<file path="src/verilog/lockstep_cfg.svh">
`ifndef LOCKSTEP_CFG_SVH
`define LOCKSTEP_CFG_SVH

// Cycles by which the shadow core trails the main core (two or more)
`define LOCKSTEP_OFFSET 2

// Width of instruction and data words
`define CORE_XLEN 32

// Word address field carried by a store
`define STORE_ADDR_W 16
// Word address to byte address
`define STORE_ADDR_SHIFT 2

`endif

</file>
<file path="src/verilog/core_bus_pkg.sv">
`include "lockstep_cfg.svh"

package core_bus_pkg;

  // Addresses and data on both buses
  typedef logic [`CORE_XLEN-1:0] word_t;

  // Every core output that takes part in the comparison
  typedef struct packed {
    logic  instr_req;
    word_t instr_addr;
    logic  data_req;
    word_t data_addr;
    word_t data_wdata;
  } core_out_t;

endpackage

</file>
<file path="src/verilog/core_port_ifs.sv">
`timescale 1ns/100ps

// Bus inputs seen by a core
interface core_in_if;

  logic                fetch_enable;
  logic                instr_gnt;
  logic                instr_rvalid;
  core_bus_pkg::word_t instr_rdata;
  logic                instr_err;

  // Read by the delay line from the top level
  modport src (
    input fetch_enable, instr_gnt, instr_rvalid, instr_rdata, instr_err
  );

  // Driven by the delay line towards the shadow core
  modport dly (
    output fetch_enable, instr_gnt, instr_rvalid, instr_rdata, instr_err
  );

  modport core (
    input fetch_enable, instr_gnt, instr_rvalid, instr_rdata, instr_err
  );

endinterface


</file>
<file path="src/verilog/input_delay_line.sv">
`timescale 1ns/100ps
`include "lockstep_cfg.svh"

module input_delay_line (
  input  logic    clk_i,
  input  logic    rst_ni,
  core_in_if.src  src_if,
  core_in_if.dly  dly_if
);

  typedef struct packed {
    logic                fetch_enable;
    logic                instr_gnt;
    logic                instr_rvalid;
    core_bus_pkg::word_t instr_rdata;
    logic                instr_err;
  } in_bundle_t;

  in_bundle_t                        stage_in;
  in_bundle_t [`LOCKSTEP_OFFSET-1:0] stage_q;

  assign stage_in = '{
    fetch_enable: src_if.fetch_enable,
    instr_gnt:    src_if.instr_gnt,
    instr_rvalid: src_if.instr_rvalid,
    instr_rdata:  src_if.instr_rdata,
    instr_err:    src_if.instr_err
  };

  // New sample enters at the top, stage 0 feeds the shadow core
  always_ff @(posedge clk_i or negedge rst_ni) begin
    if (!rst_ni) begin
      stage_q <= '0;
    end else begin
      for (int unsigned i = 0; i < `LOCKSTEP_OFFSET - 1; i++) begin
        stage_q[i] <= stage_q[i+1];
      end
      stage_q[`LOCKSTEP_OFFSET-1] <= stage_in;
    end
  end

  assign dly_if.fetch_enable = stage_q[0].fetch_enable;
  assign dly_if.instr_gnt    = stage_q[0].instr_gnt;
  assign dly_if.instr_rvalid = stage_q[0].instr_rvalid;
  assign dly_if.instr_rdata  = stage_q[0].instr_rdata;
  assign dly_if.instr_err    = stage_q[0].instr_err;

endmodule

</file>
<file path="src/flat_wrapper.sv">
// flat-port wrapper written by rule: the top's interface ports become plain ports
module input_delay_line_flat 
  (clk_i, rst_ni, src_if_fetch_enable, src_if_instr_gnt, src_if_instr_rvalid, src_if_instr_rdata, src_if_instr_err, dly_if_fetch_enable, dly_if_instr_gnt, dly_if_instr_rvalid, dly_if_instr_rdata, dly_if_instr_err);
  core_in_if src_if_i ();
  core_in_if dly_if_i ();
  input  logic clk_i;
  input  logic rst_ni;
  input wire logic [$bits(src_if_i.fetch_enable)-1:0] src_if_fetch_enable;
  input wire logic [$bits(src_if_i.instr_gnt)-1:0] src_if_instr_gnt;
  input wire logic [$bits(src_if_i.instr_rvalid)-1:0] src_if_instr_rvalid;
  input wire logic [$bits(src_if_i.instr_rdata)-1:0] src_if_instr_rdata;
  input wire logic [$bits(src_if_i.instr_err)-1:0] src_if_instr_err;
  output wire logic [$bits(dly_if_i.fetch_enable)-1:0] dly_if_fetch_enable;
  output wire logic [$bits(dly_if_i.instr_gnt)-1:0] dly_if_instr_gnt;
  output wire logic [$bits(dly_if_i.instr_rvalid)-1:0] dly_if_instr_rvalid;
  output wire logic [$bits(dly_if_i.instr_rdata)-1:0] dly_if_instr_rdata;
  output wire logic [$bits(dly_if_i.instr_err)-1:0] dly_if_instr_err;
  assign src_if_i.fetch_enable = src_if_fetch_enable;
  assign src_if_i.instr_gnt = src_if_instr_gnt;
  assign src_if_i.instr_rvalid = src_if_instr_rvalid;
  assign src_if_i.instr_rdata = src_if_instr_rdata;
  assign src_if_i.instr_err = src_if_instr_err;
  assign dly_if_fetch_enable = dly_if_i.fetch_enable;
  assign dly_if_instr_gnt = dly_if_i.instr_gnt;
  assign dly_if_instr_rvalid = dly_if_i.instr_rvalid;
  assign dly_if_instr_rdata = dly_if_i.instr_rdata;
  assign dly_if_instr_err = dly_if_i.instr_err;
  input_delay_line u_core (.clk_i(clk_i), .rst_ni(rst_ni), .src_if(src_if_i), .dly_if(dly_if_i));
endmodule
</file>
<file path="config.mk">
export PLATFORM = sky130hd
export DESIGN_NAME = input_delay_line_flat
export DESIGN_NICKNAME = d
export VERILOG_FILES = /design/src/verilog/core_bus_pkg.sv /design/src/verilog/core_port_ifs.sv /design/src/verilog/input_delay_line.sv /design/src/flat_wrapper.sv
export VERILOG_INCLUDE_DIRS = /design/src /design/src/verilog
export SDC_FILE = /design/constraint.sdc
export NUM_CORES = 1
export LEC_CHECK = 0
export CAP_MARGIN = 0
export CORE_MARGIN = 2
export CORE_UTILIZATION = 33
export CTS_BUF_LIST = sky130_fd_sc_hd__clkbuf_4 sky130_fd_sc_hd__clkbuf_8 sky130_fd_sc_hd__clkbuf_16
export CTS_CLUSTER_SIZE = 16
export DETAILED_ROUTE_END_ITERATION = 6
export DONT_BUFFER_PORTS = 1
export SLEW_MARGIN = 20
export SYNTH_ARGS = -nofsm -noshare
export SYNTH_HDL_FRONTEND = slang
export SYNTH_SLANG_ARGS = --single-unit
</file>
<file path="constraint.sdc">
create_clock -name clk_i -period 0.8 [get_ports clk_i]
set_input_delay 0.2 -clock clk_i [delete_from_list [all_inputs] [get_ports clk_i]]
set_output_delay 0.2 -clock clk_i [all_outputs]
set_load 0.005 [all_outputs]
</file>
; After elaboration in Yosys (flattened, before gate mapping)
; Cells that the tools add are included.
[word_totals]
input_bits = 38
reg_bits = 72
wordCells = 10
out_inout_bits = 36

; Logic depth before layout (Yosys ltp)
[logic_depth]
depth_word = 0
depth_mapped = 1
ltp_nobuf = 0

; Least setup slack after synthesis
; Ideal clock, no wire load.
[synth_path]
kind = register -> output
startpoint = reg u_core.stage_q (netlist bit u_core.dly_if.instr_rdata[0])
endpoint = out dly_if_instr_rdata[0]
stages_incl_launch_ff = 2
t_arrival_ns = 0.458
path_slack_ns = 0.142
path_buffers = 1
required_ns = 0.600
path_cell_list = dfrtp_1 buf_4
[synth_lines]
columns = item, line_no
row1 = "start, declared", input_delay_line.sv:20  ; in_bundle_t [`LOCKSTEP_OFFSET-1:0] stage_q;
row2 = "start signal, assigned by index", input_delay_line.sv:36  ; stage_q[i] <= stage_q[i+1];
row3 = "start signal, assigned by index", input_delay_line.sv:38  ; stage_q[`LOCKSTEP_OFFSET-1] <= stage_in;
row4 = "end, declared", flat_wrapper.sv:16  ; output wire logic [$bits(dly_if_i.instr_rdata)-1:0] dly_if_instr_rdata;
; No word-level cell between the ends.

; Worst setup path after layout
[layout_path]
startpoint = reg u_core.stage_q (netlist bit u_core.dly_if.instr_rdata[9])
endpoint = out dly_if_instr_rdata[9]
; No word-level cell between the ends.

==> impl_metrics.py <==
metrics = {
    "sta": {
        "tightestPinTransition_ps": 105.2,
        "setup_viol": 36,
        "timing.final.ws_setup_ps": -123.8,
        "clock.fmax_mhz": 1082,
        "fin_skew_ps": 3.960,
        "worst_slew_margin_rel_pct": 92.99,
        "finalCriticalPeriod_ps": 923.8,
        "post-route-period-util_pct": 115.5,
        "whs_ps": -439.9,
        "hold_violations": 72,
        "rsz0062_at_grt": "true",
        "drv_slew": 0,
    },
    "critical_path": {
        "crit_end": "dly_if_instr_rdata[9]",
        "startpoint": "u_core.dly_if.instr_rdata[9]$_DFF_PN0_",
        "cp.required_ps": 600,
        "end_kind": "primary output",
        "reg2reg_to": "u_core.dly_if.instr_rdata[1]$_DFF_PN0_",
        "r2r_slack_ps": 320,
        "cp_data_arrival_time_ps": 720,
        "cp.depth": 0,
        "worstSetupStartpointType": "flop",
        "reg2reg_depth": 0,
        "path_max_fanout": 1,
        "crit_type": "flop to primary output",
        "r2r_start": "u_core.stage_q[38]$_DFF_PN0_",
    },
    "route": {
        "vias": 743,
        "first_iter_violations": 6,
        "routed_wirelength_um": 2793,
        "vias_per_cell": 3.753,
        "wire_per_inst_um": 14.11,
        "antenna_left": 0,
        "drt_first_pass_iters": 2,
        "drc": 0,
    },
    "logic_synthesis": {
        "synth_top_family_by_area": "buffers and inverters",
        "synthXorXnorAreaFrac_pct": 0,
        "seq_area_frac_synth_pct": 88.24,
        "synth-compound-area-share_pct": 0,
        "synth-simple-area-share_pct": 0,
        "syn_avg_cell_area_um2": 19.63,
        "yosys_register_bits": 72,
        "synthAdderAreaFrac_pct": 0,
        "synth_nets": 142,
        "synth_top_area_cell": "dfrtp_1",
        "synth_area_um2": 2042,
        "ys_warn_count": 0,
        "synth.area.mux_share_pct": 0,
        "synth_cells": 104,
        "synth_cell_type_count": 2,
        "synth_top_area_share_pct": 88.24,
        "netlist_top_cells_area": "dfrtp_1, buf_4",
    },
    "floorplanning": {
        "die_y_um": 82.66,
        "core.rowCount": 28,
        "die-area_um2": 6833,
        "start_util_pct": 34.29,
        "io_pins": 74,
        "die_w_um": 82.66,
        "core-area_um2": 5956,
    },
    "place": {
        "portBuffers": 0,
        "place.gp.congestion": 0.6380,
    },
    "clock_network": {
        "cts_sinks": 72,
        "cts_hold_buffers": 36,
        "cts_max_level": 3,
        "post_cts_buffers": 0,
        "cts_tree": "done",
        "cts_buffer_depth": 2,
        "root_buffer": "clkbuf_8",
        "cts.clk_slew.worst_paths_ps": 70,
        "clock_latency_ps": 330,
        "numCtsBuffers": 9,
    },
    "grt": {
        "gr-usage-met3_pct": 6.413,
        "gr-max-usage-layer": "met2",
        "grt_pass1_vias": 791,
        "grt_first_pass_wirelength_um": 3870,
        "antenna_found_initial": 0,
        "grt_use_met1_pct": 8.575,
        "gr-total-overflow": 0,
        "globalRouteTotalUtil_pct": 8.719,
        "gr-usage-met2_pct": 12.34,
        "grt_start_max_net_pins": 73,
    },
    "cells_and_area": {
        "nets": 157,
        "drive_gt1_share_pct": 12.20,
        "multi_input_cells": 0,
        "postLayoutCoreUtil_pct": 41.09,
        "n_antenna_cell": 0,
        "multiInputGateArea_um2": 0,
        "nFillCells": 566,
        "synthToLayoutAreaGrowth_pct": 19.85,
        "ff_latch_area_um2": 1802,
    },
    "power_and_ir_drop": {
        "p_per_area_nw_per_um2": 2719,
        "p_total_mw": 6.654,
        "peakVddDrop_mv": 1.077,
        "p_leak_nw": 1.087,
    },
    "min_path": {
        "hold_path_class": "input port to async pin",
    },
    "job": {
        "max_cap_violations": 0,
    },
    "status": {
        "violations": "hold timing, setup timing",
        "status": "complete, but fails checks",
    },
}
-- power by group --
part	switching [mW]	internal (mW)	total (mW)
Combinational	0.0265	0.116	0.143
Clock	1.17	1.44	2.61
Sequential	0.0741	3.83	3.90
-- Yosys cell counts, drive strengths merged --
cell	count
dfrtp	72
buf	32
-- metal layers --
layer	share of wire, %	vias up
li1	-	312
met1	37	370
met2	46	53
met3	15	8
met4	3.0	0
met5	0	-
-- sequential cells by signal, summed over array words and instances, names as in the netlist --
name	count
u_core.dly_if.fetch_enable	1
u_core.dly_if.instr_rdata	32
u_core.dly_if.instr_gnt	1
u_core.dly_if.instr_err	1
u_core.stage_q	36
u_core.dly_if.instr_rvalid	1
-- worst min path at each step --
stage           start                                 endpoint  slack, ps
2_1_floorplan  rst_ni     u_core.dly_if.fetch_enable$_DFF_PN0_       -100
3_3_place_gp   rst_ni   u_core.dly_if.instr_rdata[3]$_DFF_PN0_        -90
3_5_place_dp   rst_ni  u_core.dly_if.instr_rdata[27]$_DFF_PN0_        -90
4_1_cts        rst_ni             u_core.stage_q[52]$_DFF_PN0_       -470
5_1_grt        rst_ni             u_core.stage_q[52]$_DFF_PN0_       -480
6_report       rst_ni   u_core.dly_if.instr_rdata[1]$_DFF_PN0_       -440
-- cell families (layout without fill, tap and decap cells) --
kind of cell	after synthesis	after routing
buf+inv	32	51
flops	72	72
-- what timing repair did --
item,4_1_cts,5_1_grt
endpoints found under the hold margin,108,72
endpoints found under the setup margin,36,36
resized for setup,0,0
gates cloned,0,0
-- placed cells by master, fill, tap and decap left out, drive strengths merged --
cell type and count:
dfrtp 72, dlygate4sd3 36, clkbuf 13, clkinvlp 1
clkinv 1
-- area by class of cell --
type | count | area share (%)
Clock buffer | 13 | 7.311
Clock inverter | 2 | 0.5112
Sequential cell | 72 | 73.62
Tap cell | 75 | 3.834
Timing Repair Buffer | 36 | 14.72
-- stage by stage --
step	std cells	setup TNS [ps]	setup slack, ps	hold slack, ps	area, µm²
3_5_place_dp	147	0	224.1	-93.99	1896
2_1_floorplan	104	0	141.7	-95.59	2042
3_3_place_gp	147	0	224.7	-93.98	1896
6_report	198	-3976	-123.8	-439.9	2447
4_1_cts	198	-5095	-158.7	-469.9	2447
5_1_grt	198	-5505	-173.0	-475.5	2447
No activity file was read; power rests on OpenSTA's default activity.
