$ cat config.mk
export PLATFORM = sky130hd
export DESIGN_NAME = output_delay_line
export DESIGN_NICKNAME = d
export VERILOG_FILES = /design/src/verilog/core_bus_pkg.sv /design/src/verilog/output_delay_line.sv
export VERILOG_INCLUDE_DIRS = /design/src /design/src/verilog
export SDC_FILE = /design/constraint.sdc
export NUM_CORES = 1
export LEC_CHECK = 0
export BUFFER_PORTS_ARGS = -buffer_cell sky130_fd_sc_hd__buf_2
export CAP_MARGIN = 20
export CORE_UTILIZATION = 47
export DETAILED_ROUTE_END_ITERATION = 7
export PLACE_DENSITY_LB_ADDON = 0.2
export SETUP_SLACK_MARGIN = 0.5
export SLEW_MARGIN = 20
export SYNTH_ARGS = -nofsm -noshare
export SYNTH_HDL_FRONTEND = slang
export SYNTH_SLANG_ARGS = --single-unit
export TNS_END_PERCENT = 100
$ cat constraint.sdc
create_clock -name clk_i -period 0.8 [get_ports clk_i]
set_input_delay 0.08 -clock clk_i [delete_from_list [all_inputs] [get_ports clk_i]]
set_output_delay 0.08 -clock clk_i [all_outputs]
set_load 0.03 [all_outputs]
$ cat src/verilog/lockstep_cfg.svh
`ifndef LOCKSTEP_CFG_SVH
`define LOCKSTEP_CFG_SVH

// Cycles by which the shadow core trails the main core (two or more)
`define LOCKSTEP_OFFSET 2

// Width of instruction and data words
`define CORE_XLEN 32

// Word address field carried by a store
`define STORE_ADDR_W 16
// Word address to byte address
`define STORE_ADDR_SHIFT 2

`endif

$ cat src/verilog/core_bus_pkg.sv
`include "lockstep_cfg.svh"

package core_bus_pkg;

  // Addresses and data on both buses
  typedef logic [`CORE_XLEN-1:0] word_t;

  // Every core output that takes part in the comparison
  typedef struct packed {
    logic  instr_req;
    word_t instr_addr;
    logic  data_req;
    word_t data_addr;
    word_t data_wdata;
  } core_out_t;

endpackage

$ cat src/verilog/output_delay_line.sv
`timescale 1ns/100ps
`include "lockstep_cfg.svh"

module output_delay_line (
  input  logic                    clk_i,
  input  logic                    rst_ni,
  input  core_bus_pkg::core_out_t main_i,
  output core_bus_pkg::core_out_t main_dly_o
);

  // One extra stage matches the registered shadow outputs
  localparam int unsigned depth = `LOCKSTEP_OFFSET + 1;

  core_bus_pkg::core_out_t [depth-1:0] stage_q;

  always_ff @(posedge clk_i or negedge rst_ni) begin
    if (!rst_ni) begin
      stage_q <= '0;
    end else begin
      for (int unsigned i = 0; i < depth - 1; i++) begin
        stage_q[i] <= stage_q[i+1];
      end
      stage_q[depth-1] <= main_i;
    end
  end

  // Oldest sample lines up with the shadow register
  assign main_dly_o = stage_q[0];

endmodule

## Word level (Yosys, flattened, before mapping)

Cells that the tools add are included.

| word-level totals | value |
|---|---|
| register bits | 294 |
| input bits | 100 |
| logic and storage cells | 15 |
| output and inout bits | 98 |

## Longest topological paths before layout

Gate-level depths: netlist of the first run.

| logic depth | value |
|---|---|
| depth in word-level cells | 0 |
| mapped depth | 1 |
| depth with buffers taken out | 0 |

## Worst setup path after synthesis of the first run

No wires, ideal clock.

| timing path | value |
|---|---|
| path kind | reg-to-output |
| from | reg stage_q, in the netlist main_dly_o[0] |
| to | out main_dly_o[0] (netlist bit) |
| required time | 720 ps |
| slack | 227 ps |
| arrival time | 493 ps |
| buffers on the path | 1 |
| cell stages (with the launch flop) | 2 |
| path through | dfrtp_1 -> buf_4 |

RTL lines:

| item | RTL line | RTL |
|---|---|---|
| from (decl) | output_delay_line.sv:14 | `core_bus_pkg::core_out_t [depth-1:0] stage_q;` |
| from (signal, indexed assignment) | output_delay_line.sv:21 | `stage_q[i] <= stage_q[i+1];` |
| from (signal, indexed assignment) | output_delay_line.sv:23 | `stage_q[depth-1] <= main_i;` |
| to (decl) | output_delay_line.sv:8 | `output core_bus_pkg::core_out_t main_dly_o` |

No word-level cell between the ends.

## Worst setup path in the final report of the first run

| timing path | value |
|---|---|
| from | reg stage_q, in the netlist main_dly_o[5] |
| to | out main_dly_o[5] (netlist bit) |

No word-level cell between the ends.

==> results by group, run 1 <==
Timing
  • Final hold violation count: 379
  • Final Hold Slack: -0.5823 ns
  • Final setup vio count: 98
  • Tmin final: around 1.2 ns
  • Min setup slack post-route: -0.3646 ns
  • Worst slew pin tran: 0.2748 ns
  • Rel. slew slack: 0.8168
  • RSZ-0062 raised after global routing: true
  • Max frequency: 858.7 MHz
  • Fin crit share: 1.456
  • Setup Skew: roughly 0.0063 ns
  • Pins over their slew limit: 0

Setup path
  • Crit start category: flop
  • Worst path required time: 0.72 ns
  • R2R Path Start: stage_q[153]
  • Reg-to-Reg End: main_dly_o[55]
  • Arr. time, crit path: 1.08 ns
  • Reg2reg setup slack: slightly below 0.3 ns
  • Setup CP Type: reg2out
  • Cell chain of the critical path: buf_6
  • Worst path depth: 1
  • Crit path to: main_dly_o[5]
  • CP Capture Type: output port
  • CP max stage cell: dfrtp_1
  • Buf+Inv Stages, Crit Path: 1
  • Max FO, Critical Path: 1
  • Cell family with most CP delay: flip-flops
  • CP peak stage delay: 0.41 ns
  • Worst reg2reg path depth: 0
  • Worst Setup SP: main_dly_o[5]

Yosys
  • Mapped Cells: approximately 390
  • Mapped Nets: 492
  • Top cell type's share of synthesized area: 0.9091
  • Mapped cell area: 0.008093 mm^2
  • Synth unique cells: 2
  • Synth area leaders: dfrtp_1, buf_4
  • Dominant synthesized flop cell: dfrtp_1
  • Synth Area per Inst: 20.64 um^2
  • EDFF count, synth: 0
  • Yosys warnings: 0
  • Ys async rst share: 1.000
  • Seq cells post-synth: slightly below 300
  • Synth top cells by count: dfrtp_1, buf_4
  • Count leader, synth: dfrtp_1
  • Sequential-to-total area share from yosys stat: 0.9091
  • Yosys top cell by area: dfrtp_1

Flow run
  • Max-cap violations: 0

Global route
  • Largest net degree at the start of global routing: 53
  • Vias in the first global route: 4006
  • Initial antenna violation count: 1
  • Global-route wire length before repair: between 20 and 25 mm
  • Total global routing overflow: 0
  • GR Util All Layers: 0.1521

Floorplan
  • Site Rows: 47
  • Die width: 133.2 um
  • Die ar.: 0.01775 mm^2
  • Core Area: 0.01670 mm^2
  • Die height: 133.2 um
  • Top Ports: 198
  • Initial Util: 0.4846

Layout
  • Util after Layout: 0.6737
  • Reg area: about 0.0074 mm^2
  • Multi-input logic area: 0 um^2
  • Final net count: 710
  • Multi-input gates: 0
  • Layout cell share with drive strength beyond 1: 0.3981
  • Fillers: 1039
  • Fin cells: between 800 and 900
  • Area delta synth->final: 39.02%

Route
  • ANT nets after route: 0
  • Number of vias per cell: 4.170
  • WL/cell: 15.31 um
  • Vias: between 3000 and 4000
  • Post-Route WL: 12.99 mm
  • Pre-antenna DRT Iters: 3
  • DRC: 0
  • Iter 0 DRT Violations: 46

CTS
  • Post-CTS setup buffer count: 0
  • Clock-pin slew on the worst setup and hold paths: 0.06 ns
  • CTS buffer count: 28
  • Skew-Pair Late Insertion Delay: ~0.52 ns
  • Clk sinks: 294
  • Root buf cell: clkbuf_16
  • CTS tree: built
  • CTS H-tree lvls: 1
  • Max Root-Sink Buffers: 3

Run status
  • Status: complete, but fails checks
  • Failing checks: hold timing, setup timing

Placed design
  • Cell Count Post-Placement: 722
  • Gp weighted congestion: 0.7309
  • Hpwl dp: 7.076 mm
  • Port bufs: 197

Power
  • Pwr/cell area: ~2800 mW/mm^2
  • Pleak: 5.837 nW
  • Peak supply drop: roughly 2.1 mV

Hold path
  • Worst Hold Class: in2async
==> state kept, by name, indices dropped and copies added (netlist names) <==
signal      cells
stage_q       196
main_dly_o     98
==> placed cells by master, fill, tap and decap left out <==
cell type / Yosys / routed
buf_12: 0 / 3
buf_2: 0 / 98
buf_4: 98 / 8
buf_6: 0 / 98
buf_8: 0 / 1
bufinv_16: 0 / 4
clkbuf_1: 0 / 6
clkbuf_16: 0 / 29
clkbuf_8: 0 / 2
clkinv_2: 0 / 3
clkinv_4: 0 / 2
clkinvlp_4: 0 / 2
dfrtp_1: 294 / 294
diode_2: 0 / 1
dlygate4sd3_1: 0 / 13
dlymetal6s4s_1: 0 / 65
==> timing repair <==
action | in CTS | in global routing
setup endpoints to repair | 294 | 359
gates resized for setup | 196 | 65
hold buffers | 70 | 8
endpoints found under the hold margin | 392 | 387
==> where the power goes <==
| part | internal (W) | total (W) | switching (W) |
|---|---|---|---|
| clock | 0.00808 | 0.0132 | 0.00514 |
| sequential | 0.0156 | 0.0159 | 0.000282 |
| combinational | 0.00101 | 0.00205 | 0.00104 |
==> how the worst min path moves through the flow <==
stage / cells past startpoint / slack, ns / endpoint / from
floorplan: 0 / -0.22 / main_dly_o[0] / rst_ni
global placement: 1 / -0.04 / stage_q[233] / rst_ni
detailed placement: 1 / -0.03 / stage_q[213] / rst_ni
CTS: 1 / -0.59 / stage_q[247] / rst_ni
global route: 1 / -0.58 / stage_q[204] / rst_ni
finish: 1 / -0.58 / stage_q[213] / rst_ni
==> cells by family (layout without fill, tap and decap cells) <==
| kind of cell | after synthesis | after routing | share of synthesized area |
|---|---|---|---|
| DFF | 294 | 294 | 0.9091 |
| other | 0 | 1 | 0 |
| buffers and inverters | 98 | 334 | 0.09091 |
==> per-stage QoR <==
stage | setup TNS, ns | hold slack [ns] | setup slack, ns | area [um^2] | total power, W
6_report | -31.18 | -0.5823 | -0.3646 | 11250 | 0.03117
5_1_grt | -34.42 | -0.5803 | -0.4013 | 11250 | 0.03234
4_1_cts | -33.24 | -0.5923 | -0.3772 | 11010 | 0.03143
3_5_place_dp | 0 | -0.03490 | 0.1634 | 8748 | 0.01750
3_3_place_gp | 0 | -0.03788 | 0.1701 | 8748 | 0.01745
2_1_floorplan | 0 | -0.2156 | 0.2390 | 8461 | 0.01714
==> layer usage <==
metal	global-route usage	vias to the layer above	part of all wire
met3	0.03881	34	0.064
li1	-	1540	-
met4	0.05871	0	0.035
met1	0.1877	1814	0.39
met5	0	-	0
met2	0.2595	152	0.51
==> layout make-up <==
| cell class | instances | area share |
|---|---|---|
| antenna | 1 | 0.0002224 |
| timing repair buffer | 286 | 0.2375 |
| clock inverter | 11 | 0.01490 |
| clock buffer | 37 | 0.06895 |
| sequential | 294 | 0.6539 |
| tap | 220 | 0.02447 |
Note: power is estimated with default switching activity, not from simulation.
==> run 2: changes to the inputs <==
CORE_UTILIZATION = 30   (was 47)
==> run 2 against run 1 <==
The flow finishes with violations (DRC, hold timing, setup timing). Worst setup slack improved by 0.00085 ns. Combinational power up 7%. Total power grew 9.7%. Hold slack worse by 0.075 ns. Fmax about the same. Clock power grew 22%. Sequential share of layout area is 3.7 points lower. Sequential power about the same. Die area is 56% higher. Routed wire length rose by 2.6%. Non-clock buffer count grew 37. Critical path type unchanged. Highest routed layer unchanged.
==> results by group, run 2 (same netlist as run 1, synthesis figures left out) <==
Run status
  • Status: complete, but fails checks
  • Failing checks: DRC, hold timing, setup timing

Route
  • Vias: 3586
  • Post-Route WL: approximately 13 mm
  • Number of vias per cell: 3.558
  • WL/cell: between 10 and 15 um
  • Iter 0 DRT Violations: 226
  • Pre-antenna DRT Iters: 6
  • ANT nets after route: 0
  • DRC: 13

Timing
  • Min setup slack post-route: -0.3637 ns
  • Pins over their slew limit: 0
  • Rel. slew slack: 0.8839
  • Max frequency: 859.3 MHz
  • Tmin final: approximately 1.2 ns
  • Setup Skew: 0.006385 ns
  • RSZ-0062 raised after global routing: true
  • Final hold violation count: roughly 310
  • Worst slew pin tran: 0.1741 ns
  • Final Hold Slack: -0.6573 ns
  • Fin crit share: 1.455
  • Final setup vio count: 98

Layout
  • Inserted Diodes: 0
  • Commonest non-fill, non-tap cell in the layout: dfrtp_1
  • Fillers: 2238
  • Fin cells: 1008
  • Layout cell share with drive strength beyond 1: 0.4160
  • Final net count: 749
  • Multi-input gates: 0
  • Largest register FFs: about 200
  • Util after Layout: 0.4535
  • Top reg by flops: stage_q
  • Area delta synth->final: 47.28%
  • Multi-input logic area: 0 um^2
  • Commonest non-fill, non-tap cells in the layout: dfrtp_1, buf_2, buf_6

Placed design
  • Cell Count Post-Placement: approximately 850
  • Gp weighted congestion: around 0.65
  • Hpwl dp: 8.501 mm
  • Port bufs: 197

Setup path
  • Cell chain of the critical path: buf_6
  • CP peak stage delay: 0.40 ns
  • Cell family with most CP delay: flip-flops
  • Buf+Inv Stages, Crit Path: 1
  • Arr. time, crit path: 1.08 ns
  • Max FO, Critical Path: 1
  • Reg2reg setup slack: 0.26 ns
  • Crit start category: flop
  • Worst path required time: between 0.7 and 0.8 ns
  • CP Capture Type: output port
  • Setup CP Type: reg2out
  • CP max stage cell: dfrtp_1

Hold path
  • Worst Hold Class: in2async

Global route
  • Largest net degree at the start of global routing: 33
  • GR Util All Layers: 0.1017
  • Global-route wire length before repair: 22.42 mm
  • Total global routing overflow: 0
  • Vias in the first global route: 4275
  • Initial antenna violation count: 0

Flow run
  • Max-cap violations: 0

CTS
  • Clk sinks: 294
  • Max Root-Sink Buffers: 3
  • Hold buffers post-CTS: 98
  • Skew-Pair Late Insertion Delay: 0.53 ns
  • Post-CTS setup buffer count: 0
  • CTS buffer count: 30
  • Root buf cell: clkbuf_16
  • CTS tree: built
  • CTS H-tree lvls: 1
  • Clock-pin slew on the worst setup and hold paths: 0.06 ns

Floorplan
  • Die ar.: 0.02764 mm^2
  • Die height: approximately 170 um
  • Site Rows: 59
  • Core Area: around 0.026 mm^2
  • Die width: 166.2 um
  • Top Ports: a little under 200
  • Initial Util: 0.3079

Power
  • Pwr/cell area: 2868 mW/mm^2
  • Peak supply drop: about 2.0 mV
  • Pleak: 5.728 nW
[run 2: changes by cell type in the layout (fill, tap and decap cells not counted), sizes merged]
cell,before,now
inv,0,1
clkinv,5,7
dlygate4sd3,13,80
clkbuf,37,34
clkinvlp,2,4
diode,1,0
bufinv,4,10
dlymetal6s4s,65,18
buf,208,225
[run 2: power breakdown]
part	switching (W)	total, W	leakage, nW	internal [W]
registers	0.000275	0.0159	3.43	0.0156
logic	0.00107	0.00219	1.73	0.00112
clock network	0.00562	0.0161	0.572	0.0105
[run 2: final timing paths]
kind	from	endpoint	cells after the start
min in group clk_i	main_i[45]	stage_q[241]	2
worst min-delay path	rst_ni	stage_q[225]	1
worst max-delay path	main_dly_o[62]	main_dly_o[62]	1
worst max register to register	stage_q[258]	stage_q[160]	0
max in group asynchronous	rst_ni	stage_q[152]	3
worst min register to register	stage_q[274]	stage_q[176]	0
[run 2: area by class of cell]
class | instances | area [um^2] | area share
flip-flops and latches | 294 | 7357 | 0.6173
clock buffers | 34 | 807.0 | 0.06771
well taps | 335 | 419.2 | 0.03517
clock inverters | 22 | 377.9 | 0.03170
repair buffers | 323 | 2958 | 0.2482
[run 2: per-layer routing]
layer  up-vias  wire length [um]  global-route usage
li1       1625                 -                   -
met1      1795              5654              0.1313
met2       142              6425              0.1660
met3        24               913             0.02908
met4         0               343             0.03180
met5         -                 0                   0
[run 2: timing repair]
action	CTS	global route
hold endpoints to repair	392	312
endpoints found under the setup margin	294	312
gates resized for setup	196	18
[run 2: stage by stage]
step	power, W	worst slack [ns]	instance area (um^2)	setup TNS (ns)
final	0.03419	-0.3637	11920	-32.24
after CTS	0.03473	-0.4069	11870	-35.59
after detailed placement	0.01765	0.1581	9095	0
after floorplan	0.01714	0.2390	8461	0
after global placement	0.01762	0.1682	9095	0
after global routing	0.03556	-0.4169	11920	-36.88
