==> src/verilog/lockstep_cfg.svh <==
`ifndef LOCKSTEP_CFG_SVH
`define LOCKSTEP_CFG_SVH

// Cycles by which the shadow core trails the main core (two or more)
`define LOCKSTEP_OFFSET 2

// Width of instruction and data words
`define CORE_XLEN 32

// Word address field carried by a store
`define STORE_ADDR_W 16
// Word address to byte address
`define STORE_ADDR_SHIFT 2

`endif

==> src/verilog/core_bus_pkg.sv <==
`include "lockstep_cfg.svh"

package core_bus_pkg;

  // Addresses and data on both buses
  typedef logic [`CORE_XLEN-1:0] word_t;

  // Every core output that takes part in the comparison
  typedef struct packed {
    logic  instr_req;
    word_t instr_addr;
    logic  data_req;
    word_t data_addr;
    word_t data_wdata;
  } core_out_t;

endpackage

==> src/verilog/core_port_ifs.sv <==


// Outputs of a core, as compared by the checker
interface core_out_if;

  logic                instr_req;
  core_bus_pkg::word_t instr_addr;
  logic                data_req;
  core_bus_pkg::word_t data_addr;
  core_bus_pkg::word_t data_wdata;

  modport drv (output instr_req, instr_addr, data_req, data_addr, data_wdata);
  modport mon (input instr_req, instr_addr, data_req, data_addr, data_wdata);

endinterface

==> src/verilog/output_comparator.sv <==
`timescale 1ns/100ps

module output_comparator (
  input  logic                    clk_i,
  input  logic                    rst_ni,
  input  logic                    cmp_en_i,
  core_out_if.mon                 shadow_if,
  input  core_bus_pkg::core_out_t main_dly_i,
  output logic                    mismatch_o
);

  core_bus_pkg::core_out_t shadow_d;
  core_bus_pkg::core_out_t shadow_q;

  assign shadow_d = '{
    instr_req:  shadow_if.instr_req,
    instr_addr: shadow_if.instr_addr,
    data_req:   shadow_if.data_req,
    data_addr:  shadow_if.data_addr,
    data_wdata: shadow_if.data_wdata
  };

  // Breaks the path from the shadow core into the compare
  always_ff @(posedge clk_i or negedge rst_ni) begin
    if (!rst_ni) begin
      shadow_q <= '0;
    end else begin
      shadow_q <= shadow_d;
    end
  end

  // Any differing bit in any output is a major fault
  assign mismatch_o = cmp_en_i & (shadow_q != main_dly_i);

endmodule

==> src/flat_wrapper.sv <==
// flat-port wrapper written by rule: the top's interface ports become plain ports
module output_comparator_flat 
  (clk_i, rst_ni, cmp_en_i, main_dly_i, mismatch_o, shadow_if_instr_req, shadow_if_instr_addr, shadow_if_data_req, shadow_if_data_addr, shadow_if_data_wdata);
  core_out_if shadow_if_i ();
  input  logic clk_i;
  input  logic rst_ni;
  input  logic cmp_en_i;
  input  core_bus_pkg::core_out_t main_dly_i;
  output logic mismatch_o;
  input wire logic [$bits(shadow_if_i.instr_req)-1:0] shadow_if_instr_req;
  input wire logic [$bits(shadow_if_i.instr_addr)-1:0] shadow_if_instr_addr;
  input wire logic [$bits(shadow_if_i.data_req)-1:0] shadow_if_data_req;
  input wire logic [$bits(shadow_if_i.data_addr)-1:0] shadow_if_data_addr;
  input wire logic [$bits(shadow_if_i.data_wdata)-1:0] shadow_if_data_wdata;
  assign shadow_if_i.instr_req = shadow_if_instr_req;
  assign shadow_if_i.instr_addr = shadow_if_instr_addr;
  assign shadow_if_i.data_req = shadow_if_data_req;
  assign shadow_if_i.data_addr = shadow_if_data_addr;
  assign shadow_if_i.data_wdata = shadow_if_data_wdata;
  output_comparator u_core (.clk_i(clk_i), .rst_ni(rst_ni), .cmp_en_i(cmp_en_i), .shadow_if(shadow_if_i), .main_dly_i(main_dly_i), .mismatch_o(mismatch_o));
endmodule
==> config.mk <==
export PLATFORM = sky130hd
export DESIGN_NAME = output_comparator_flat
export DESIGN_NICKNAME = d
export VERILOG_FILES = /design/src/verilog/core_bus_pkg.sv /design/src/verilog/core_port_ifs.sv /design/src/verilog/output_comparator.sv /design/src/flat_wrapper.sv
export VERILOG_INCLUDE_DIRS = /design/src /design/src/verilog
export SDC_FILE = /design/constraint.sdc
export NUM_CORES = 1
export LEC_CHECK = 0
export ABC_AREA = 1
export BUFFER_PORTS_ARGS = -buffer_cell sky130_fd_sc_hd__buf_2
export CAP_MARGIN = 20
export CORE_MARGIN = 4
export CORE_UTILIZATION = 35
export CTS_BUF_LIST = sky130_fd_sc_hd__clkbuf_2 sky130_fd_sc_hd__clkbuf_4 sky130_fd_sc_hd__clkbuf_8
export CTS_CLUSTER_DIAMETER = 80
export DETAILED_ROUTE_END_ITERATION = 6
export GPL_ROUTABILITY_DRIVEN = 0
export GPL_TIMING_DRIVEN = 1
export MAX_ROUTING_LAYER = met4
export PLACE_DENSITY = 0.64
export SLEW_MARGIN = 20
export SYNTH_ARGS = -nofsm -noshare
export SYNTH_HDL_FRONTEND = slang
export SYNTH_SLANG_ARGS = --single-unit
==> constraint.sdc <==
create_clock -name clk_i -period 1.66 [get_ports clk_i]
set_clock_uncertainty 0.1 [all_clocks]
set_input_delay 0.166 -clock clk_i [delete_from_list [all_inputs] [get_ports clk_i]]
set_output_delay 0.166 -clock clk_i [all_outputs]
set_load 0.1 [all_outputs]
======== Yosys cells after proc, flatten, opt, wreduce, memory -nomap -nowiden ========
Index checks and enable logic that the tools add are counted.
Widths: inputs -> output; s select.
word-level totals
  register bits ........................... 98
  output and inout port bits .............. 1
  word-level logic and storage cells ...... 7
operators by class
  equality and inequality tests ........... 1
  bitwise operators ....................... 1
operator list
  kind          count
  $ne 98x98->1  1
  $and 1x1->1   1

======== Longest topological paths before layout ========
Gate-level depths: netlist (run 1).
  depth after elaboration ................. 2
  depth in mapped cells ................... 11
  gate-level depth less buffers ........... 11

======== Least setup slack after synthesis (run 1) ========
Ideal clock, no wire load.
  path type ............................... flip-flop to output port
  start ................................... register u_core.shadow_q[65] in the netlist's numbering
  end ..................................... output mismatch_o
  data arrival time ....................... 2.057 ns
  required time ........................... 1.394 ns
  path slack .............................. -0.663 ns
  stages on the path, launching flop included .. 12
  path buffers ............................ 0
  cells stage by stage .................... dfrtp_1 > nand2_1 > inv_1 > nor2_1 > nor2_1 > nand2_1 > nor2_1 > nand2_1 > nor2_1 > nand2_1 > nor2_1 > nor2_1
on the way
  word-level cells in the longest chain between the ends .. 2
ends and longest elaborated chain
  element                 line                     RTL
  start, declared         output_comparator.sv:13  core_bus_pkg::core_out_t shadow_q;
  start signal, assigned  output_comparator.sv:28  shadow_q <= shadow_d;
  $ne 98x98->1            output_comparator.sv:33  assign mismatch_o = cmp_en_i & (shadow_q != main_dly_i);
  $and 1x1->1             output_comparator.sv:33
  end, declared           flat_wrapper.sv:9        output logic mismatch_o;
Every way passes these cells.

======== Worst setup path after layout (run 1) ========
  start ................................... register u_core.shadow_q[76] in the netlist's numbering
  end ..................................... output mismatch_o
Same word-level chain as after synthesis.

==> qor.yml, run 1 <==
critPathLaunchType: "flip-flop"
syn_avg_cell_area_um2: 8.197
stdcell_area_um2: 6641
drive_above_1_share: 0.2696
setup_ws_ns: -0.4593
fin_nets: 1029
regMostFlops: "u_core.shadow_q"
io_pins: 200
htree_levels: 3
setup_viol: 1
grt.total_usage: 0.1823
grt-ovfl-total: 0
place_ws_ns: -0.3676
synth-compound-area-share: 0.002362
muxShareOfSynthArea: 0
ant_nets: 0
start_util: 0.3649
antenna_found_initial: 0
place_area_um2: 5465
worstPathRequired_ns: 1.39
syn_to_final_growth_pct: 56.72
synth_top_family_by_area: "simple AND/OR/NAND/NOR gates"
clk_pin_slew_ns: 0.09
synthSimpleGateAreaFrac: 0.2365
port_buffers: 199
powerDensity_nw_per_um2: 711.0
critPathKind: "reg2out"
violations: "negative setup slack"
hold_class: "in2async"
largest_reg_flops: 98
clkSinkCount: 98
grt_pass1_vias: 4306
cts_buffer_depth: 2
status: "complete, but fails checks"
vias_per_cell: 4.118
critPathMaxFanout: 2
p_leak_uw: 0.003781
fin_util: 0.5719
hold_viol_final: 0
post-route-drc-count: 0
synth_area_um2: 4238
top_regs: "u_core.shadow_q: 98 flops"
synth_xor_area_frac: 0.08060
wl_per_cell_um: 12.08
post_synth_fa_ha_maj_area_fraction: 0
dp_hpwl_mm: 8.440
antennaDiodeCount: 0
core_um2: 11610
grt_pass1_wl_mm: 19.44
ys_warn_count: 0
seq_area_frac_synth: 0.5787
detail_route.iter0.violations: 142
fin_crit_sh: 1.277
maxCapViolCount: 0
whs_ns: 0.2035
ys_ff_latch: 98
crit_arrival_ns: 1.85
grt_max_degree: 42
endpoint_kind: "output port"
die_y_um: 118.0
ys_types: 11
die_x_um: 118.0
fmax_mhz: 471.9
max_slew_margin: 0.6878
synth_cells: 517
tightest_slew_ns: 0.4683
finalCriticalPeriod_ns: 2.119
fp.dieArea_um2: 13930
firstDrtPassIters: 4
maxSlewViolCount: 0
clock-root-buffer: "clkbuf_8"
rsz0062_at_grt: "true"
rows: 39
max-vdd-ir-drop_mv: 0.4490
syn-num-nets: 716
tritoncts: "done"
drt_wl_total_mm: 11.76
num_vias: 4011
cts_made_buffers: 9
## report_power, final
group          switching [µW]  internal (µW)  total [µW]  leakage, µW
clock                     755            568        1320    0.0000804
sequential               58.4           2510        2560      0.00114
combinational             350            484         834      0.00256
total                    1160           3560        4720      0.00378
## final timing paths
check | start | end | cells after the start
min in group clk_i | shadow_if_instr_addr[10] | u_core.shadow_q[75] | 2
max in group asynchronous | rst_ni | u_core.shadow_q[95] | 3
worst min-delay path | rst_ni | u_core.shadow_q[59] | 2
worst max-delay path | u_core.shadow_q[76] | mismatch_o | 11
## what timing repair did
item	CTS	global route
pin swaps	3	3
hold buffers	99	0
resized for setup	10	1
buffers inserted	0	0
endpoints found under the hold margin	127	0
setup endpoints to repair	1	1
## area by class of cell
class | instances | area [µm²]
fill | 1023 | 4972
sequential | 98 | 2452
timing repair buffer | 302 | 2047
multi-input combinational | 304 | 1381
inverter | 115 | 431.7
tap | 143 | 178.9
clock buffer | 11 | 145.1
clock inverter | 1 | 5.005
## cells by family after synthesis
family,Yosys count
AND/OR/NAND/NOR,263
buffers and inverters,115
flip-flops,98
XOR/XNOR,39
AO/OA/AOI/OAI,2
## metrics by stage
stage | power (µW) | TNS, ns | instances
2_1_floorplan | 2888 | 0 | 517
4_1_cts | 4776 | -0.4979 | 974
5_1_grt | 5002 | -0.6209 | 974
3_5_place_dp | 3258 | -0.3676 | 863
6_report | 4722 | -0.4593 | 974
3_3_place_gp | 3231 | -0.3598 | 863
## routing by layer
metal  up-vias  global-route usage  wire (µm)
met2       136              0.3406       6625
met1      1765              0.1758       4215
met5         -                   -          0
met3        29             0.04469        534
li1       2081                   -          -
met4         0             0.08498        388
## worst max-delay path, cell delays in order (launching register included)
cell and delay, ns:
dfrtp_1 0.39, nand2_1 0.08, nand2_1 0.07, nor2_1 0.09, nand2_1 0.07, nor2_1 0.13
nand2_1 0.08, nor2_2 0.16, nand2_2 0.08, nor2_4 0.13, nor2_4 0.05, buf_12 0.16
## Yosys cell counts, drive strengths merged
cell type | instances | area share
nand4 | 3 | 0.0044
dfrtp | 98 | 0.58
nand2 | 196 | 0.17
o21ai | 2 | 0.0024
xnor2 | 29 | 0.060
xor2 | 10 | 0.021
nor2 | 62 | 0.055
nand3 | 2 | 0.0035
inv | 115 | 0.10
## cells in the final DEF, fill, tap and decap left out
cell           count
clkbuf_8          10
buf_4              4
buf_12             2
nor2_1            56
o21ai_1            2
clkbuf_4           1
inv_1            114
clkinv_2           1
nand3_2            1
dfrtp_1           98
nand2_2            1
inv_2              1
nand4_1            3
xnor2_1           29
nor2_2             4
nand3_1            1
nand2_1          195
xor2_1            10
buf_2            197
nor2_4             2
dlygate4sd3_1     99
Note: power is estimated with default switching activity, not from simulation.
==> run 2, diff against run 1 <==
--- a/config.mk
+++ b/config.mk
@@ -6,7 +6,6 @@
 export SDC_FILE = /design/constraint.sdc
 export NUM_CORES = 1
 export LEC_CHECK = 0
-export ABC_AREA = 1
 export BUFFER_PORTS_ARGS = -buffer_cell sky130_fd_sc_hd__buf_2
 export CAP_MARGIN = 20
 export CORE_MARGIN = 4
@@ -17,7 +16,7 @@
 export GPL_ROUTABILITY_DRIVEN = 0
 export GPL_TIMING_DRIVEN = 1
 export MAX_ROUTING_LAYER = met4
-export PLACE_DENSITY = 0.64
+export PLACE_DENSITY = 0.67
 export SLEW_MARGIN = 20
 export SYNTH_ARGS = -nofsm -noshare
 export SYNTH_HDL_FRONTEND = slang
==> qor.yml, run 2 <==
ant_nets: 0  # unchanged
synth.most_common_cell: "dfrtp_1"  # was nand2_1
grt.total_usage: 0.1803  # was 0.1823
seq_area_um2: 2452  # unchanged
dp_hpwl_mm: 6.781  # was 8.440 mm
whs_ns: 0.2329  # was 0.2035 ns
synth_cells: 229  # was 517
maxCapViolCount: 0  # unchanged
ys_types: 9  # was 11
yosys.area.top_type: "dfrtp_1"  # unchanged
largest_reg_flops: 98  # unchanged
clock-root-buffer: "clkbuf_8"  # unchanged
grt_pass1_vias: 3363  # was 4,306
max-vdd-ir-drop_mv: 0.4261  # was 0.4490 mV
vias_per_cell: 4.278  # was 4.118
io_pins: 200  # unchanged
setup_viol: 1  # unchanged
startpoint: "u_core.shadow_q[35]"  # was u_core.shadow_q[76]
top_regs: "u_core.shadow_q: 98 flops"  # unchanged
htree_levels: 3  # unchanged
synth_area_leaders: "dfrtp_1 (70%), xnor2_1 (15%), xor2_1 (8.9%)"  # was dfrtp_1 (58%), nand2_1 (17%), inv_1 (10%)
worstPathRequired_ns: 1.39  # about the same
endpoint_kind: "output port"  # unchanged
fmax_mhz: 411.6  # was 471.9 MHz
clkSinkCount: 98  # unchanged
fillers: 761  # was 1,023
die_x_um: 108.4  # was 118.0 µm
tightest_slew_ns: 0.3319  # was 0.4683 ns
regMostFlops: "u_core.shadow_q"  # unchanged
seq_area_frac_synth: 0.6955  # was 0.5787
netlist.area_leader.share: 0.6955  # was 0.5787
hold_class: "in2async"  # unchanged
maxSlewViolCount: 0  # unchanged
status: "complete, but fails checks"  # unchanged
dp_cells: 564  # was 863
core_um2: 9774  # was 11,610 µm²
violations: "negative setup slack"  # unchanged
rsz0062_at_grt: "true"  # unchanged
start_util: 0.3607  # was 0.3649
finalCriticalPeriod_ns: 2.430  # was 2.119 ns
fin_crit_sh: 1.464  # was 1.277
detail_route.iter0.violations: 72  # was 142
antenna_found_initial: 0  # unchanged
synth-main-ff-cell: "dfrtp_1"  # unchanged
drt_wl_total_mm: 9.901  # was 11.76 mm
antennaDiodeCount: 0  # unchanged
fp.dieArea_um2: 11740  # was 13,930 µm²
final_cell_mix: "buf_2 (197), dlygate4sd3_1 (99), dfrtp_1 (98), xnor2_1 (61), xor2_1 (36)"  # was buf_2 (197), nand2_1 (195), inv_1 (114), dlygate4sd3_1 (99), dfrtp_1 (98)
synth_edf_count: 0  # unchanged
synth_area_um2: 3526  # was 4238 µm²
max_stage_delay_ns: 0.50  # was 0.39 ns
cts_buffer_depth: 2  # unchanged
synth-async-reset-ratio: 1.000  # unchanged
critPathLaunchType: "flip-flop"  # unchanged
critPathMostFrequentCell: "nand4_1"  # was nand2_1
hold_viol_final: 0  # unchanged
critPathKind: "reg2out"  # unchanged
ys_ff_latch: 98  # unchanged
cp_cell_sequence: "xnor2_1 -> nand4_1 -> nor4_2 -> nand4_1 -> o41a_4 -> buf_12"  # was nand2_1 -> nand2_1 -> nor2_1 -> nand2_1 -> nor2_1 -> nand2_1 -> nor2_2 -> nand2_2 -> nor2_4 -> nor2_4 -> buf_12
cp_slowest_cell: "o41a_4"  # was dfrtp_1
die_y_um: 108.4  # was 118.0 µm
num_vias: 2905  # was 4,011
p_total_uw: 4775  # was 4722 µW
cts_setup_buffers: 0  # unchanged
port_buffers: 199  # unchanged
rows: 36  # was 39
setup_ws_ns: -0.7697  # was -0.4593 ns
tritoncts: "done"  # unchanged
p_leak_uw: 0.002780  # was 0.003781 µW
max_slew_margin: 0.7767  # was 0.6878
firstDrtPassIters: 4  # unchanged
multi_input_area_um2: 1121  # was 1381 µm²
grt-ovfl-total: 0  # unchanged
grt_max_degree: 53  # was 42
syn_to_final_growth_pct: 69.66  # was 56.72%
ys_warn_count: 0  # unchanged
crit_arrival_ns: 2.16  # was 1.85 ns
final_cells: 679  # was 974
cts_made_buffers: 9  # unchanged
post-route-drc-count: 0  # unchanged
grt_pass1_wl_mm: 15.49  # was 19.44 mm
powerDensity_nw_per_um2: 798.2  # was 711.0 nW/µm²
critPathMaxFanout: 1  # was 2
netlist_top_cells_count: "dfrtp_1 (98), xnor2_1 (62), xor2_1 (36)"  # was nand2_1 (196), inv_1 (114), dfrtp_1 (98)
drive_above_1_share: 0.4139  # was 0.2696
syn-num-nets: 428  # was 716
fin_nets: 740  # was 1,029
layout_commonest_cell: "buf_2"  # unchanged
clk_pin_slew_ns: 0.09  # about the same
syn_avg_cell_area_um2: 15.40  # was 8.197 µm²
fin_tns_setup_ns: -0.7697  # was -0.4593 ns
wl_per_cell_um: 14.58  # was 12.08 µm
-- run 2: cell count changes in the layout (fill, tap and decap cells not counted), sizes merged, moves of 15 or more --
cell	delta
inv	-115
nand4	+15
nand2	-196
nor2	-62
xnor2	+33
xor2	+26
-- run 2: routing by layer --
| metal | GRT usage | up-vias | share of wire |
|---|---|---|---|
| met4 | 0.08747 | 0 | 0.026 |
| met2 | 0.3193 | 129 | 0.53 |
| li1 | - | 1380 | - |
| met5 | - | - | 0 |
| met1 | 0.1870 | 1374 | 0.37 |
| met3 | 0.04478 | 22 | 0.073 |
-- run 2: worst paths after layout --
| check | depth (start not counted) | slack [ns] | end |
|---|---|---|---|
| hold / removal | 3 | 0.23 | u_core.shadow_q[88] |
| max in group asynchronous | 3 | 0.95 | u_core.shadow_q[53] |
| setup / recovery | 6 | -0.77 | mismatch_o |
| min in group clk_i | 2 | 0.34 | u_core.shadow_q[9] |
-- run 2: cells by family after synthesis --
| kind of cell | after synthesis | share of synthesized area |
|---|---|---|
| xor+xnor | 98 | 0.2434 |
| compound gates | 1 | 0.003194 |
| simple gates | 32 | 0.05784 |
| flops | 98 | 0.6955 |
-- run 2: cell type report --
cell class | count | share of cell area
multi-input cells | 131 | 0.1874
clock buffers | 14 | 0.03012
repair buffers | 301 | 0.3430
flip-flops and latches | 98 | 0.4100
well taps | 133 | 0.02782
clock inverters | 2 | 0.001673
-- run 2: power breakdown --
part	switching [µW]	internal [µW]	total (µW)
clock	764	698	1460
combinational	271	479	750
sequential	56.7	2510	2560
total	1090	3680	4770
-- run 2: repair_timing --
| item | in CTS | in global routing |
|---|---|---|
| gates resized for setup | 7 | 3 |
| pin swaps | 4 | 4 |
| hold endpoints to repair | 196 | 0 |
| hold buffers | 99 | 0 |
| setup endpoints to repair | 1 | 1 |
-- run 2: metrics by stage --
| stage | area [µm²] | utilization | setup WS, ns |
|---|---|---|---|
| floorplan | 3536 | - | -0.1937 |
| detailed placement | 4748 | 0.4858 | -0.5529 |
| global placement | 4748 | 0.4858 | -0.5302 |
| CTS | 5962 | 0.6100 | -0.8206 |
| global route | 5982 | 0.6120 | -0.8863 |
| finish | 5982 | 0.6120 | -0.7697 |
-- run 2: worst max-delay path, delay by kind of cell (launching register included) --
kind | cells | cell delay (ns)
buffers and inverters | 1 | 0.17
XOR/XNOR | 1 | 0.15
AO/OA/AOI/OAI | 1 | 0.50
AND/OR/NAND/NOR | 3 | 0.59
flip-flops | 1 | 0.39
